==> config.mk <==
export PLATFORM = sky130hd
export DESIGN_NAME = sdramCtrlTop
export DESIGN_NICKNAME = d
export VERILOG_FILES = /design/src/hdl/sdramPkg.sv /design/src/hdl/burstFifo.sv /design/src/hdl/burstScheduler.sv /design/src/hdl/sdramSequencer.sv /design/src/hdl/sdramCtrlTop.sv
export SDC_FILE = /design/constraint.sdc
export NUM_CORES = 2
export LEC_CHECK = 0
export ABC_AREA = 1
export BUFFER_PORTS_ARGS = -buffer_cell sky130_fd_sc_hd__buf_2
export CORE_UTILIZATION = 27
export DETAILED_ROUTE_END_ITERATION = 16
export PLACE_DENSITY = 0.39
export SLEW_MARGIN = 5
export SYNTH_ARGS = -nofsm -noshare
export SYNTH_HDL_FRONTEND = slang
export SYNTH_HIERARCHICAL = 1
export SYNTH_SLANG_ARGS = --single-unit
==> constraint.sdc <==
create_clock -name CLK -period 11.1 [get_ports CLK]
set_input_delay 1.665 -clock CLK [delete_from_list [all_inputs] [get_ports CLK]]
set_output_delay 1.665 -clock CLK [all_outputs]
set_load 0.1 [all_outputs]
==> src/hdl/sdramPkg.sv <==
// Shared SDRAM controller types, pin command encodings and timing constants; import with sdramPkg::*

package sdramPkg;

    // ====================
    // Types
    // ====================

    // Word address as bank[21:20], row[19:8], column[7:0]
    typedef logic [21:0] wordAddrT;

    typedef logic [15:0] dataT;     // One SDRAM data word
    typedef logic [7:0]  lengthT;   // Burst length, 0 disables a port
    typedef logic [6:0]  countT;    // FIFO fill count, holds 0..64

    // Pin command as {RAS_N, CAS_N, WE_N}
    typedef enum logic [2:0] {
        nop         = 3'b111,
        active      = 3'b011,
        read        = 3'b101,
        write       = 3'b100,
        burstTerm   = 3'b110,
        precharge   = 3'b010,
        autoRefresh = 3'b001,
        loadMode    = 3'b000
    } sdrCmdT;

    // ====================
    // Timing in clock cycles
    // ====================

    localparam int casLatency = 2;
    localparam int tRcd       = 2;   // Active to read or write
    localparam int tRp        = 2;   // Precharge to active
    localparam int tRfc       = 7;   // Refresh cycle time

    // Mode register contents
    // [2:0] full page, [3] sequential, [6:4] CAS 2, [9] burst writes
    localparam logic [11:0] modeWord = 12'b00_0_00_010_0_111;

endpackage

==> src/hdl/burstFifo.sv <==
// Show-ahead single-clock FIFO with fill count, instantiated for the write and the read side
`timescale 1ns/10ps

module burstFifo
    import sdramPkg::*;
#(
    parameter int fifoDepth = 64
)
(
    input  logic  CLK,
    input  logic  RESET_N,
    input  logic  clear,      // Empties the FIFO in one cycle
    input  logic  push,
    input  dataT  pushData,
    input  logic  pop,
    output dataT  headData,   // Oldest word, valid while not empty
    output countT count,
    output logic  full,
    output logic  empty
);

    localparam int ptrW = $clog2(fifoDepth);

    dataT           mem [fifoDepth];
    logic [ptrW-1:0] wrPtr;
    logic [ptrW-1:0] rdPtr;
    logic           doPush;
    logic           doPop;

    assign doPush = push && !full;    // Overflow dropped
    assign doPop  = pop && !empty;    // Underflow ignored

    // Pointers and count
    always_ff @(posedge CLK or negedge RESET_N)
    begin
        if (!RESET_N)
        begin
            wrPtr <= '0;
            rdPtr <= '0;
            count <= '0;
        end
        else if (clear)
        begin
            wrPtr <= '0;
            rdPtr <= '0;
            count <= '0;
        end
        else
        begin
            if (doPush)
                wrPtr <= (wrPtr == ptrW'(fifoDepth - 1)) ? '0 : wrPtr + 1'b1;
            if (doPop)
                rdPtr <= (rdPtr == ptrW'(fifoDepth - 1)) ? '0 : rdPtr + 1'b1;
            case ({doPush, doPop})
                2'b10:   count <= count + 1'b1;
                2'b01:   count <= count - 1'b1;
                default: count <= count;   // Both or neither
            endcase
        end
    end

    // Storage array
    always_ff @(posedge CLK)
    begin
        if (doPush)
            mem[wrPtr] <= pushData;
    end

    assign headData = mem[rdPtr];   // Show-ahead
    assign full     = (count == countT'(fifoDepth));
    assign empty    = (count == '0);

endmodule

==> src/hdl/burstScheduler.sv <==
// Burst scheduler that tracks the port addresses and picks the next SDRAM burst from FIFO levels
`timescale 1ns/10ps

module burstScheduler
    import sdramPkg::*;
#(
    parameter int fifoDepth = 64
)
(
    input  logic     CLK,
    input  logic     RESET_N,
    // Write port setup
    input  logic     wrLoad,
    input  wordAddrT wrStartAddr,
    input  wordAddrT wrMaxAddr,
    input  lengthT   wrLength,
    // Read port setup
    input  logic     rdLoad,
    input  wordAddrT rdStartAddr,
    input  wordAddrT rdMaxAddr,
    input  lengthT   rdLength,
    // FIFO levels
    input  countT    wrCount,
    input  countT    rdCount,
    // Burst request to the sequencer
    output logic     burstReq,
    output logic     burstWrite,
    output wordAddrT burstAddr,
    output lengthT   burstLen,
    input  logic     burstAck,
    input  logic     burstDone
);

    wordAddrT wrOfs;       // Write offset from start address
    wordAddrT rdOfs;       // Read offset from start address
    logic     holding;     // Request through burstDone
    logic     wrStale;     // Write port reloaded during its own burst
    logic     rdStale;
    logic     wrReady;
    logic     rdReady;

    // Offset after a burst of len words wraps to zero when the next one would pass maxAddr
    function automatic wordAddrT advanceOfs(wordAddrT startAddr, wordAddrT maxAddr,
                                            wordAddrT ofs, lengthT len);
        logic [22:0] nextEnd;
        // Last word of the next burst
        nextEnd = 23'(startAddr) + 23'(ofs) + 23'(len) + 23'(len) - 23'd1;
        if (nextEnd > 23'(maxAddr))
            advanceOfs = '0;
        else
            advanceOfs = ofs + wordAddrT'(len);
    endfunction

    assign wrReady = (wrLength != '0) && (wrCount >= wrLength);   // Full burst waiting
    assign rdReady = (rdLength != '0)
                     && ((int'(rdCount) + int'(rdLength)) <= fifoDepth);   // Room for a burst

    // ====================
    // Request and port addresses
    // ====================
    always_ff @(posedge CLK or negedge RESET_N)
    begin
        if (!RESET_N)
        begin
            wrOfs      <= '0;
            rdOfs      <= '0;
            holding    <= 1'b0;
            burstReq   <= 1'b0;
            burstWrite <= 1'b0;
            wrStale    <= 1'b0;
            rdStale    <= 1'b0;
        end
        else
        begin
            if (burstAck)
                burstReq <= 1'b0;
            // New burst with write first
            if (!holding && !wrLoad && !rdLoad && (wrReady || rdReady))
            begin
                holding    <= 1'b1;
                burstReq   <= 1'b1;
                burstWrite <= wrReady;
            end
            if (burstDone)
                holding <= 1'b0;

            // Write port
            if (wrLoad)
            begin
                wrOfs   <= '0;
                wrStale <= holding && burstWrite && !burstDone;
            end
            else if (burstDone && burstWrite)
            begin
                wrOfs   <= wrStale ? '0 : advanceOfs(wrStartAddr, wrMaxAddr, wrOfs, burstLen);
                wrStale <= 1'b0;
            end

            // Read port
            if (rdLoad)
            begin
                rdOfs   <= '0;
                rdStale <= holding && !burstWrite && !burstDone;
            end
            else if (burstDone && !burstWrite)
            begin
                rdOfs   <= rdStale ? '0 : advanceOfs(rdStartAddr, rdMaxAddr, rdOfs, burstLen);
                rdStale <= 1'b0;
            end
        end
    end

    // Burst address and length frozen while a burst is held
    always_ff @(posedge CLK)
    begin
        if (!holding)
        begin
            burstAddr <= wrReady ? wrStartAddr + wrOfs : rdStartAddr + rdOfs;
            burstLen  <= wrReady ? wrLength : rdLength;
        end
    end

endmodule

==> src/hdl/sdramSequencer.sv <==
// SDRAM command sequencer for power-up init, auto-refresh and page-mode bursts on registered pins
`timescale 1ns/10ps

module sdramSequencer
    import sdramPkg::*;
#(
    parameter int refreshInterval = 390,
    parameter int initDelay       = 100
)
(
    input  logic        CLK,
    input  logic        RESET_N,
    // Burst from the scheduler
    input  logic        burstReq,
    input  logic        burstWrite,
    input  wordAddrT    burstAddr,
    input  lengthT      burstLen,
    output logic        burstAck,
    output logic        burstDone,
    // FIFO side
    output logic        wrPop,
    input  dataT        wrHead,
    output logic        rdPush,
    output dataT        rdPushData,
    // SDRAM pins
    output logic [11:0] sdrAddr,
    output logic [1:0]  sdrBank,
    output logic        sdrCsN,
    output logic        sdrCke,
    output logic        sdrRasN,
    output logic        sdrCasN,
    output logic        sdrWeN,
    output logic [1:0]  sdrDqm,
    output dataT        sdrDqOut,
    output logic        sdrDqOe,
    input  dataT        sdrDqIn
);

    typedef enum logic [2:0] {
        stInit,
        stIdle,
        stRefresh,
        stActivate,
        stData,
        stTerminate,
        stPrecharge
    } seqStateT;

    // Init schedule, counted from reset release
    localparam logic [15:0] preAllAt = 16'(initDelay - 1);
    localparam logic [15:0] refAt1   = preAllAt + 16'(tRp);
    localparam logic [15:0] refAt2   = refAt1 + 16'(tRfc);
    localparam logic [15:0] modeAt   = refAt2 + 16'(tRfc);
    localparam logic [15:0] initEnd  = modeAt + 16'd2;   // Mode register set time

    seqStateT    state;
    sdrCmdT      cmd;
    logic [15:0] cnt;          // Cycle within init or burst, 0 on the active cycle
    logic [15:0] refTimer;
    logic [15:0] nextCyc;      // Cycle being set up on the pins
    logic [15:0] lenW;
    logic [15:0] preAt;        // Precharge cycle of this burst
    logic        refPending;
    logic        isWrite;
    lengthT      lenReg;
    logic [7:0]  colReg;
    logic        inBurst;
    logic        dataNext;
    logic        pushNext;
    logic        dqOe;

    assign {sdrRasN, sdrCasN, sdrWeN} = cmd;
    assign sdrDqOut = wrHead;   // Head word on DQ, popped each data cycle
    assign sdrDqOe  = dqOe;
    assign wrPop    = dqOe;

    // ====================
    // Burst window decode
    // ====================
    always_comb
    begin
        inBurst  = state inside {stActivate, stData, stTerminate, stPrecharge};
        nextCyc  = cnt + 16'd1;
        lenW     = 16'(lenReg);
        // Writes precharge right after BST, reads after the last word
        preAt    = isWrite ? 16'(tRcd) + lenW + 16'd1 : 16'(tRcd + casLatency) + lenW;
        // DQM and write data share one window, DQM read latency is CAS 2
        dataNext = inBurst && (nextCyc >= 16'(tRcd)) && (nextCyc < 16'(tRcd) + lenW);
        // One cycle behind the pins for the capture register
        pushNext = inBurst && !isWrite && (nextCyc > 16'(tRcd + casLatency))
                   && (nextCyc <= 16'(tRcd + casLatency) + lenW);
    end

    // ====================
    // Sequencer FSM
    // ====================
    always_ff @(posedge CLK or negedge RESET_N)
    begin
        if (!RESET_N)
        begin
            state      <= stInit;
            cmd        <= nop;
            cnt        <= '0;
            refTimer   <= '0;
            refPending <= 1'b0;
            sdrCke     <= 1'b0;
            sdrCsN     <= 1'b1;   // Deselected until init starts
            sdrAddr    <= '0;
            sdrBank    <= '0;
            sdrDqm     <= 2'b11;
            dqOe       <= 1'b0;
            rdPush     <= 1'b0;
            burstAck   <= 1'b0;
            burstDone  <= 1'b0;
            isWrite    <= 1'b0;
            lenReg     <= '0;
            colReg     <= '0;
        end
        else
        begin
            sdrCke    <= 1'b1;
            cmd       <= nop;     // Default every cycle
            burstAck  <= 1'b0;
            burstDone <= 1'b0;
            sdrDqm    <= dataNext ? 2'b00 : 2'b11;
            dqOe      <= dataNext && isWrite;
            rdPush    <= pushNext;

            case (state)
                stInit:
                begin
                    cnt <= cnt + 16'd1;
                    if (cnt == preAllAt)
                    begin
                        sdrCsN  <= 1'b0;
                        cmd     <= precharge;
                        sdrAddr <= 12'h400;   // A10 high, all banks
                    end
                    else if ((cnt == refAt1) || (cnt == refAt2))
                        cmd <= autoRefresh;
                    else if (cnt == modeAt)
                    begin
                        cmd     <= loadMode;
                        sdrAddr <= modeWord;
                        sdrBank <= '0;
                    end
                    else if (cnt == initEnd)
                        state <= stIdle;
                end

                stIdle:
                begin
                    cnt <= '0;
                    if (refPending)   // Refresh before any burst
                    begin
                        cmd        <= autoRefresh;
                        refPending <= 1'b0;
                        state      <= stRefresh;
                    end
                    else if (burstReq)
                    begin
                        cmd      <= active;
                        sdrBank  <= burstAddr[21:20];
                        sdrAddr  <= burstAddr[19:8];   // Row
                        colReg   <= burstAddr[7:0];
                        lenReg   <= burstLen;
                        isWrite  <= burstWrite;
                        burstAck <= 1'b1;
                        state    <= stActivate;
                    end
                end

                stRefresh:
                begin
                    cnt <= cnt + 16'd1;
                    if (nextCyc == 16'(tRfc))
                        state <= stIdle;
                end

                stActivate:
                begin
                    cnt <= cnt + 16'd1;
                    if (nextCyc == 16'(tRcd))
                    begin
                        cmd     <= isWrite ? write : read;
                        sdrAddr <= {4'b0000, colReg};   // A10 low, no auto precharge
                        state   <= stData;
                    end
                end

                stData:
                begin
                    cnt <= cnt + 16'd1;
                    if (nextCyc == 16'(tRcd) + lenW)
                    begin
                        cmd   <= burstTerm;   // Ends the full-page burst
                        state <= stTerminate;
                    end
                end

                stTerminate:
                begin
                    cnt <= cnt + 16'd1;
                    if (nextCyc == preAt)
                    begin
                        cmd     <= precharge;
                        sdrAddr <= 12'h400;
                        state   <= stPrecharge;
                    end
                end

                stPrecharge:
                begin
                    cnt <= cnt + 16'd1;
                    if (nextCyc == preAt + 16'(tRp))
                    begin
                        burstDone <= 1'b1;
                        state     <= stIdle;
                    end
                end

                default: state <= stIdle;
            endcase

            // Refresh timer, runs once init is over
            if (state != stInit)
            begin
                if (refTimer == 16'(refreshInterval - 1))
                begin
                    refTimer   <= '0;
                    refPending <= 1'b1;
                end
                else
                    refTimer <= refTimer + 16'd1;
            end
        end
    end

    // Read data capture register
    always_ff @(posedge CLK)
    begin
        rdPushData <= sdrDqIn;
    end

endmodule

==> src/hdl/sdramCtrlTop.sv <==
// Top level of the single-clock SDRAM controller with one write port and one read port
`timescale 1ns/10ps

module sdramCtrlTop
    import sdramPkg::*;
#(
    parameter int fifoDepth       = 64,
    parameter int refreshInterval = 390,
    parameter int initDelay       = 100
)
(
    input  logic        CLK,
    input  logic        RESET_N,
    // Write port
    input  dataT        wrData,
    input  logic        wrValid,
    output logic        wrFull,
    input  logic        wrLoad,        // FIFO clear and address restart
    input  wordAddrT    wrStartAddr,
    input  wordAddrT    wrMaxAddr,
    input  lengthT      wrLength,
    // Read port
    output dataT        rdData,
    input  logic        rdPop,
    output logic        rdEmpty,
    input  logic        rdLoad,
    input  wordAddrT    rdStartAddr,
    input  wordAddrT    rdMaxAddr,
    input  lengthT      rdLength,
    // SDRAM pins
    output logic [11:0] sdrAddr,
    output logic [1:0]  sdrBank,
    output logic        sdrCsN,
    output logic        sdrCke,
    output logic        sdrRasN,
    output logic        sdrCasN,
    output logic        sdrWeN,
    output logic [1:0]  sdrDqm,
    output dataT        sdrDqOut,
    output logic        sdrDqOe,
    input  dataT        sdrDqIn
);

    countT    wrCount;
    countT    rdCount;
    dataT     wrHead;
    logic     wrPop;
    logic     rdPush;
    dataT     rdPushData;
    logic     burstReq;
    logic     burstWrite;
    wordAddrT burstAddr;
    lengthT   burstLen;
    logic     burstAck;
    logic     burstDone;

    // ====================
    // FIFOs
    // ====================
    burstFifo #(.fifoDepth(fifoDepth)) wrFifo (
        .CLK      (CLK),
        .RESET_N  (RESET_N),
        .clear    (wrLoad),
        .push     (wrValid),
        .pushData (wrData),
        .pop      (wrPop),
        .headData (wrHead),
        .count    (wrCount),
        .full     (wrFull),
        .empty    ()
    );

    burstFifo #(.fifoDepth(fifoDepth)) rdFifo (
        .CLK      (CLK),
        .RESET_N  (RESET_N),
        .clear    (rdLoad),
        .push     (rdPush),
        .pushData (rdPushData),
        .pop      (rdPop),
        .headData (rdData),
        .count    (rdCount),
        .full     (),
        .empty    (rdEmpty)
    );

    // ====================
    // Scheduling and pins
    // ====================
    burstScheduler #(.fifoDepth(fifoDepth)) scheduler (
        .CLK         (CLK),
        .RESET_N     (RESET_N),
        .wrLoad      (wrLoad),
        .wrStartAddr (wrStartAddr),
        .wrMaxAddr   (wrMaxAddr),
        .wrLength    (wrLength),
        .rdLoad      (rdLoad),
        .rdStartAddr (rdStartAddr),
        .rdMaxAddr   (rdMaxAddr),
        .rdLength    (rdLength),
        .wrCount     (wrCount),
        .rdCount     (rdCount),
        .burstReq    (burstReq),
        .burstWrite  (burstWrite),
        .burstAddr   (burstAddr),
        .burstLen    (burstLen),
        .burstAck    (burstAck),
        .burstDone   (burstDone)
    );

    sdramSequencer #(
        .refreshInterval (refreshInterval),
        .initDelay       (initDelay)
    ) sequencer (
        .CLK        (CLK),
        .RESET_N    (RESET_N),
        .burstReq   (burstReq),
        .burstWrite (burstWrite),
        .burstAddr  (burstAddr),
        .burstLen   (burstLen),
        .burstAck   (burstAck),
        .burstDone  (burstDone),
        .wrPop      (wrPop),
        .wrHead     (wrHead),
        .rdPush     (rdPush),
        .rdPushData (rdPushData),
        .sdrAddr    (sdrAddr),
        .sdrBank    (sdrBank),
        .sdrCsN     (sdrCsN),
        .sdrCke     (sdrCke),
        .sdrRasN    (sdrRasN),
        .sdrCasN    (sdrCasN),
        .sdrWeN     (sdrWeN),
        .sdrDqm     (sdrDqm),
        .sdrDqOut   (sdrDqOut),
        .sdrDqOe    (sdrDqOe),
        .sdrDqIn    (sdrDqIn)
    );

endmodule

==> results.cfg <==
[grt]
grt_pass1_wl_um = 510000
grt_max_degree = 201
antenna_found_initial = 31
gr-total-overflow = 0
grtUsageTotal_pct = 17.1
grt_pass1_vias = 73700

[clock_network]
htreeDepth = 5
cts_buffers = 280
insertion_delay_ps = 930
ctsHoldBuffers = 0
cts_buffer_depth = 4
post-cts-setup-buffers = 0
root_buffer = clkbuf_16
clock-sinks = 2258
cts.clk_slew.worst_paths_ps = 60
cts_tree = yes
cts_resized = 0

[critical_path]
worst-path-buf-inv = 3
crit_chain = buf_12, buf_4, nand2_1, nand3_1, nand3_1, nand3_1, nand3_1, nand2_1, nand2_1, nand2_1, buf_2
path_class = register to output port
endpoint_kind = output port
arrival_ps = 5160
slowest_delay_ps = 900
worst-path-max-fanout = 137
critPathLaunchType = register
slowest_stage = dfrtp_4
cpLargestDelayFamily = buffers and inverters
required_ps = 9440

[power]
ir_drop_mv = 0.112
comb_power_share_pct = 3.9
finalPower_mw = 18.9
leakage_nw = 49.5
p_sw_mw = 4.28
p_sw_share_pct = 22.6
power_density_mw_per_mm2 = 155
power_frac_clock_pct = 46.9
seq_power_share_pct = 49.2
internal-power_mw = 14.7

[cells_and_area]
fin_util_pct = 31.1
nets = 11400
nFillCells = 40400
multiInputGateArea_sq_mm = 0.0328
ff_latch_area_sq_mm = 0.0669
area_delta_synth_final_pct = 14.5
drive_gt1_share_pct = 8.71

[route]
via_per_inst = 4.56
drcViolationCount = 0
wire_per_inst_um = 21.3
vias = 74900
drtAntennaViolNets = 0
first_pass_iters = 6
routed_wl_um = 349000
drt_iter0_markers = 5335

[sta]
finalSetupTns_ps = 0
clock_skew_ps = 63.5
report.final.slew_viol_count = 0
min_period_over_period_pct = 61.5
hold_viol_final = 0
rsz0062_at_grt = false
slew-limit-headroom_pct = 20.1
worst_pin_slew_ps = 1200
finalSetupViolCount = 0
fin_ws_ps = 4270
max_clock_freq_mhz = 146
period_minus_slack_ps = 6830

[synth]
synth-adder-area-share_pct = 3.63
synth-xor-area-share_pct = 0.871
synth_cell_types = 70
synth.most_common_cell = nand2_1
yosys-top-cells-count = 3809 x nand2_1, 2078 x edfxtp_1, 1370 x nand3_1, 1092 x inv_1, 464 x nor2_1
synth_area_per_cell_sq_um = 9.93
synth-simple-area-share_pct = 23.1
async_flop_share_pct = 7.26
synth_area_leaders = edfxtp_1 59%, nand2_1 13%, nand3_1 6.4%
synth_flop_cell = edfxtp_1
yosys_register_bits = 2258
synth-seq-area-share_pct = 62.7
synthesis.instances = 10700
synthMuxAreaShare_pct = 0.00939
syn-cell-area_sq_mm = 0.107
synth-edff-count = 2078
synth_compound_area_share_pct = 3.18
synth_top_family_by_area = simple AND/OR/NAND/NOR gates
synth.top_cell.area_share_pct = 58.5
yosysWarnings = 6
yosysTopAreaCell = edfxtp_1
syn_nets = 11200

[run_status]
outcome = completed

[floorplanning]
start_util_pct = 27.1
rows = 230
fp.dieArea_sq_mm = 0.397
core_sq_mm = 0.393
fp.dieH_um = 630
die_w_um = 630
pin_count = 198

[placement]
place_ws_ps = 4910
dp_hpwl_um = 210000
io_buffers = 197
gp_congestion = 0.821

[run]
maxCapViolations = 0

[worst_hold_path]
hp-class = register to register
-- worst register-to-register path, stage by stage (launching register included) --
cell	delay, ps
edfxtp_1	700
inv_1	220
ha_1	350
fa_1	370
inv_1	60
ha_1	190
inv_1	90
fa_1	460
inv_1	120
nand3_1	80
nand2_1	190
a21oi_1	140
o21bai_1	220
a21oi_1	110
xnor2_1	130
ha_1	290
inv_1	50
nor3_1	260
nor4b_1	360
nand4_1	170
nand2_2	420
nand2_1	130
nand2_1	80
-- logic make-up after synthesis --
| group | count (synthesis) |
|---|---|
| DFF | 2258 |
| adders and majority gates | 294 |
| buffers and inverters | 1588 |
| other | 1 |
| muxes | 1 |
| xor gates and xnor gates | 106 |
| AOI/OAI and AO/OA | 611 |
| and+or+nand+nor | 5883 |
-- power by group through the flow --
stage / combinational (mW) / sequential, mW / clock, mW
final: 0.733 / 9.33 / 8.88
after detailed placement: 0.748 / 9.51 / 0
after global placement: 0.743 / 9.51 / 0
after global routing: 0.817 / 9.33 / 9.49
after floorplan: 0.384 / 9.52 / 0
after CTS: 0.752 / 9.33 / 9.18
-- layout make-up --
cell class,count,area share (%)
timing repair buffer,414,2.23
tap,5220,5.35
clock inverter,152,1.13
antenna,21,0.0431
multi-input combinational,6896,26.9
sequential,2258,54.8
clock buffer,344,6.07
inverter,1113,3.46
-- metal layers --
layer | up-vias | GRT usage, % | routed length [um]
met1 | 36900 | 23.4 | 160000
met5 | - | 0 | 13
met4 | 2 | 4.08 | 8080
met3 | 382 | 1.99 | 14300
met2 | 1419 | 28.9 | 166000
li1 | 36200 | - | -
-- sequential cells by signal, summed over array words and instances, names as in the netlist, 7 cells and up --
register / flops
scheduler/wrOfs: 22
sequencer/refTimer: 16
rdFifo/mem: 1024
sequencer/rdPushData: 16
rdFifo/count: 7
scheduler/burstAddr: 22
sequencer/lenReg: 8
sequencer/cnt: 16
sequencer/sdrAddr: 12
scheduler/rdOfs: 22
wrFifo/count: 7
wrFifo/mem: 1024
sequencer/colReg: 8
scheduler/burstLen: 8
-- cells in the final DEF, fill, tap and decap left out, types with 9 or more instances in the layout --
cell          n
or2_2        15
nor3_1       69
inv_1      1088
edfxtp_1   2078
clkbuf_1     52
buf_4       209
nor4_1       13
nand4_1      52
inv_2        13
ha_1        269
xnor2_1      37
nand2_1    3809
dfxtp_2      15
clkinv_2     48
o21ai_1      31
dfrtp_1     151
nor2_2       24
a21o_1       13
clkbuf_8      9
clkinv_1     60
buf_2       196
nand4_4      14
xor2_1       69
fa_1         25
o21bai_1     15
a21oi_1     313
diode_2      21
inv_6        15
o21ai_0     145
a31oi_1      12
o21ai_2      19
nand2_2      29
clkbuf_16   284
bufinv_16    17
nand3_1    1370
nor2_1      458
-- metrics by stage --
stage	instances	hold slack, ps	instance area [sq um]
3_5_place_dp	15900	441	113000
3_3_place_gp	15900	435	113000
6_report	16400	456	122000
4_1_cts	16400	458	122000
2_1_floorplan	10700	425	107000
5_1_grt	16400	477	122000
-- path summary, 6_finish.rpt --
kind	startpoint	to	slack (ps)	cells after the start
max in group asynchronous	RESET_N	wrFifo/rdPtr[0]$_DFFE_PN0P_	8910	2
min in group asynchronous	RESET_N	sequencer/sdrAddr[8]$_DFFE_PN0P_	800	1
max reg2reg	scheduler/burstLen[0]$_DFFE_PN_	scheduler/wrOfs[8]$_DFFE_PN0P_	5850	22
min	scheduler/burstAddr[7]$_DFFE_PN_	sequencer/colReg[7]$_DFFE_PN0P_	460	2
max	wrFifo/rdPtr[0]$_DFFE_PN0P_	sdrDqOut[5]	4270	11
min reg2reg	scheduler/burstAddr[7]$_DFFE_PN_	sequencer/colReg[7]$_DFFE_PN0P_	460	2
No activity file was read; power rests on OpenSTA's default activity.
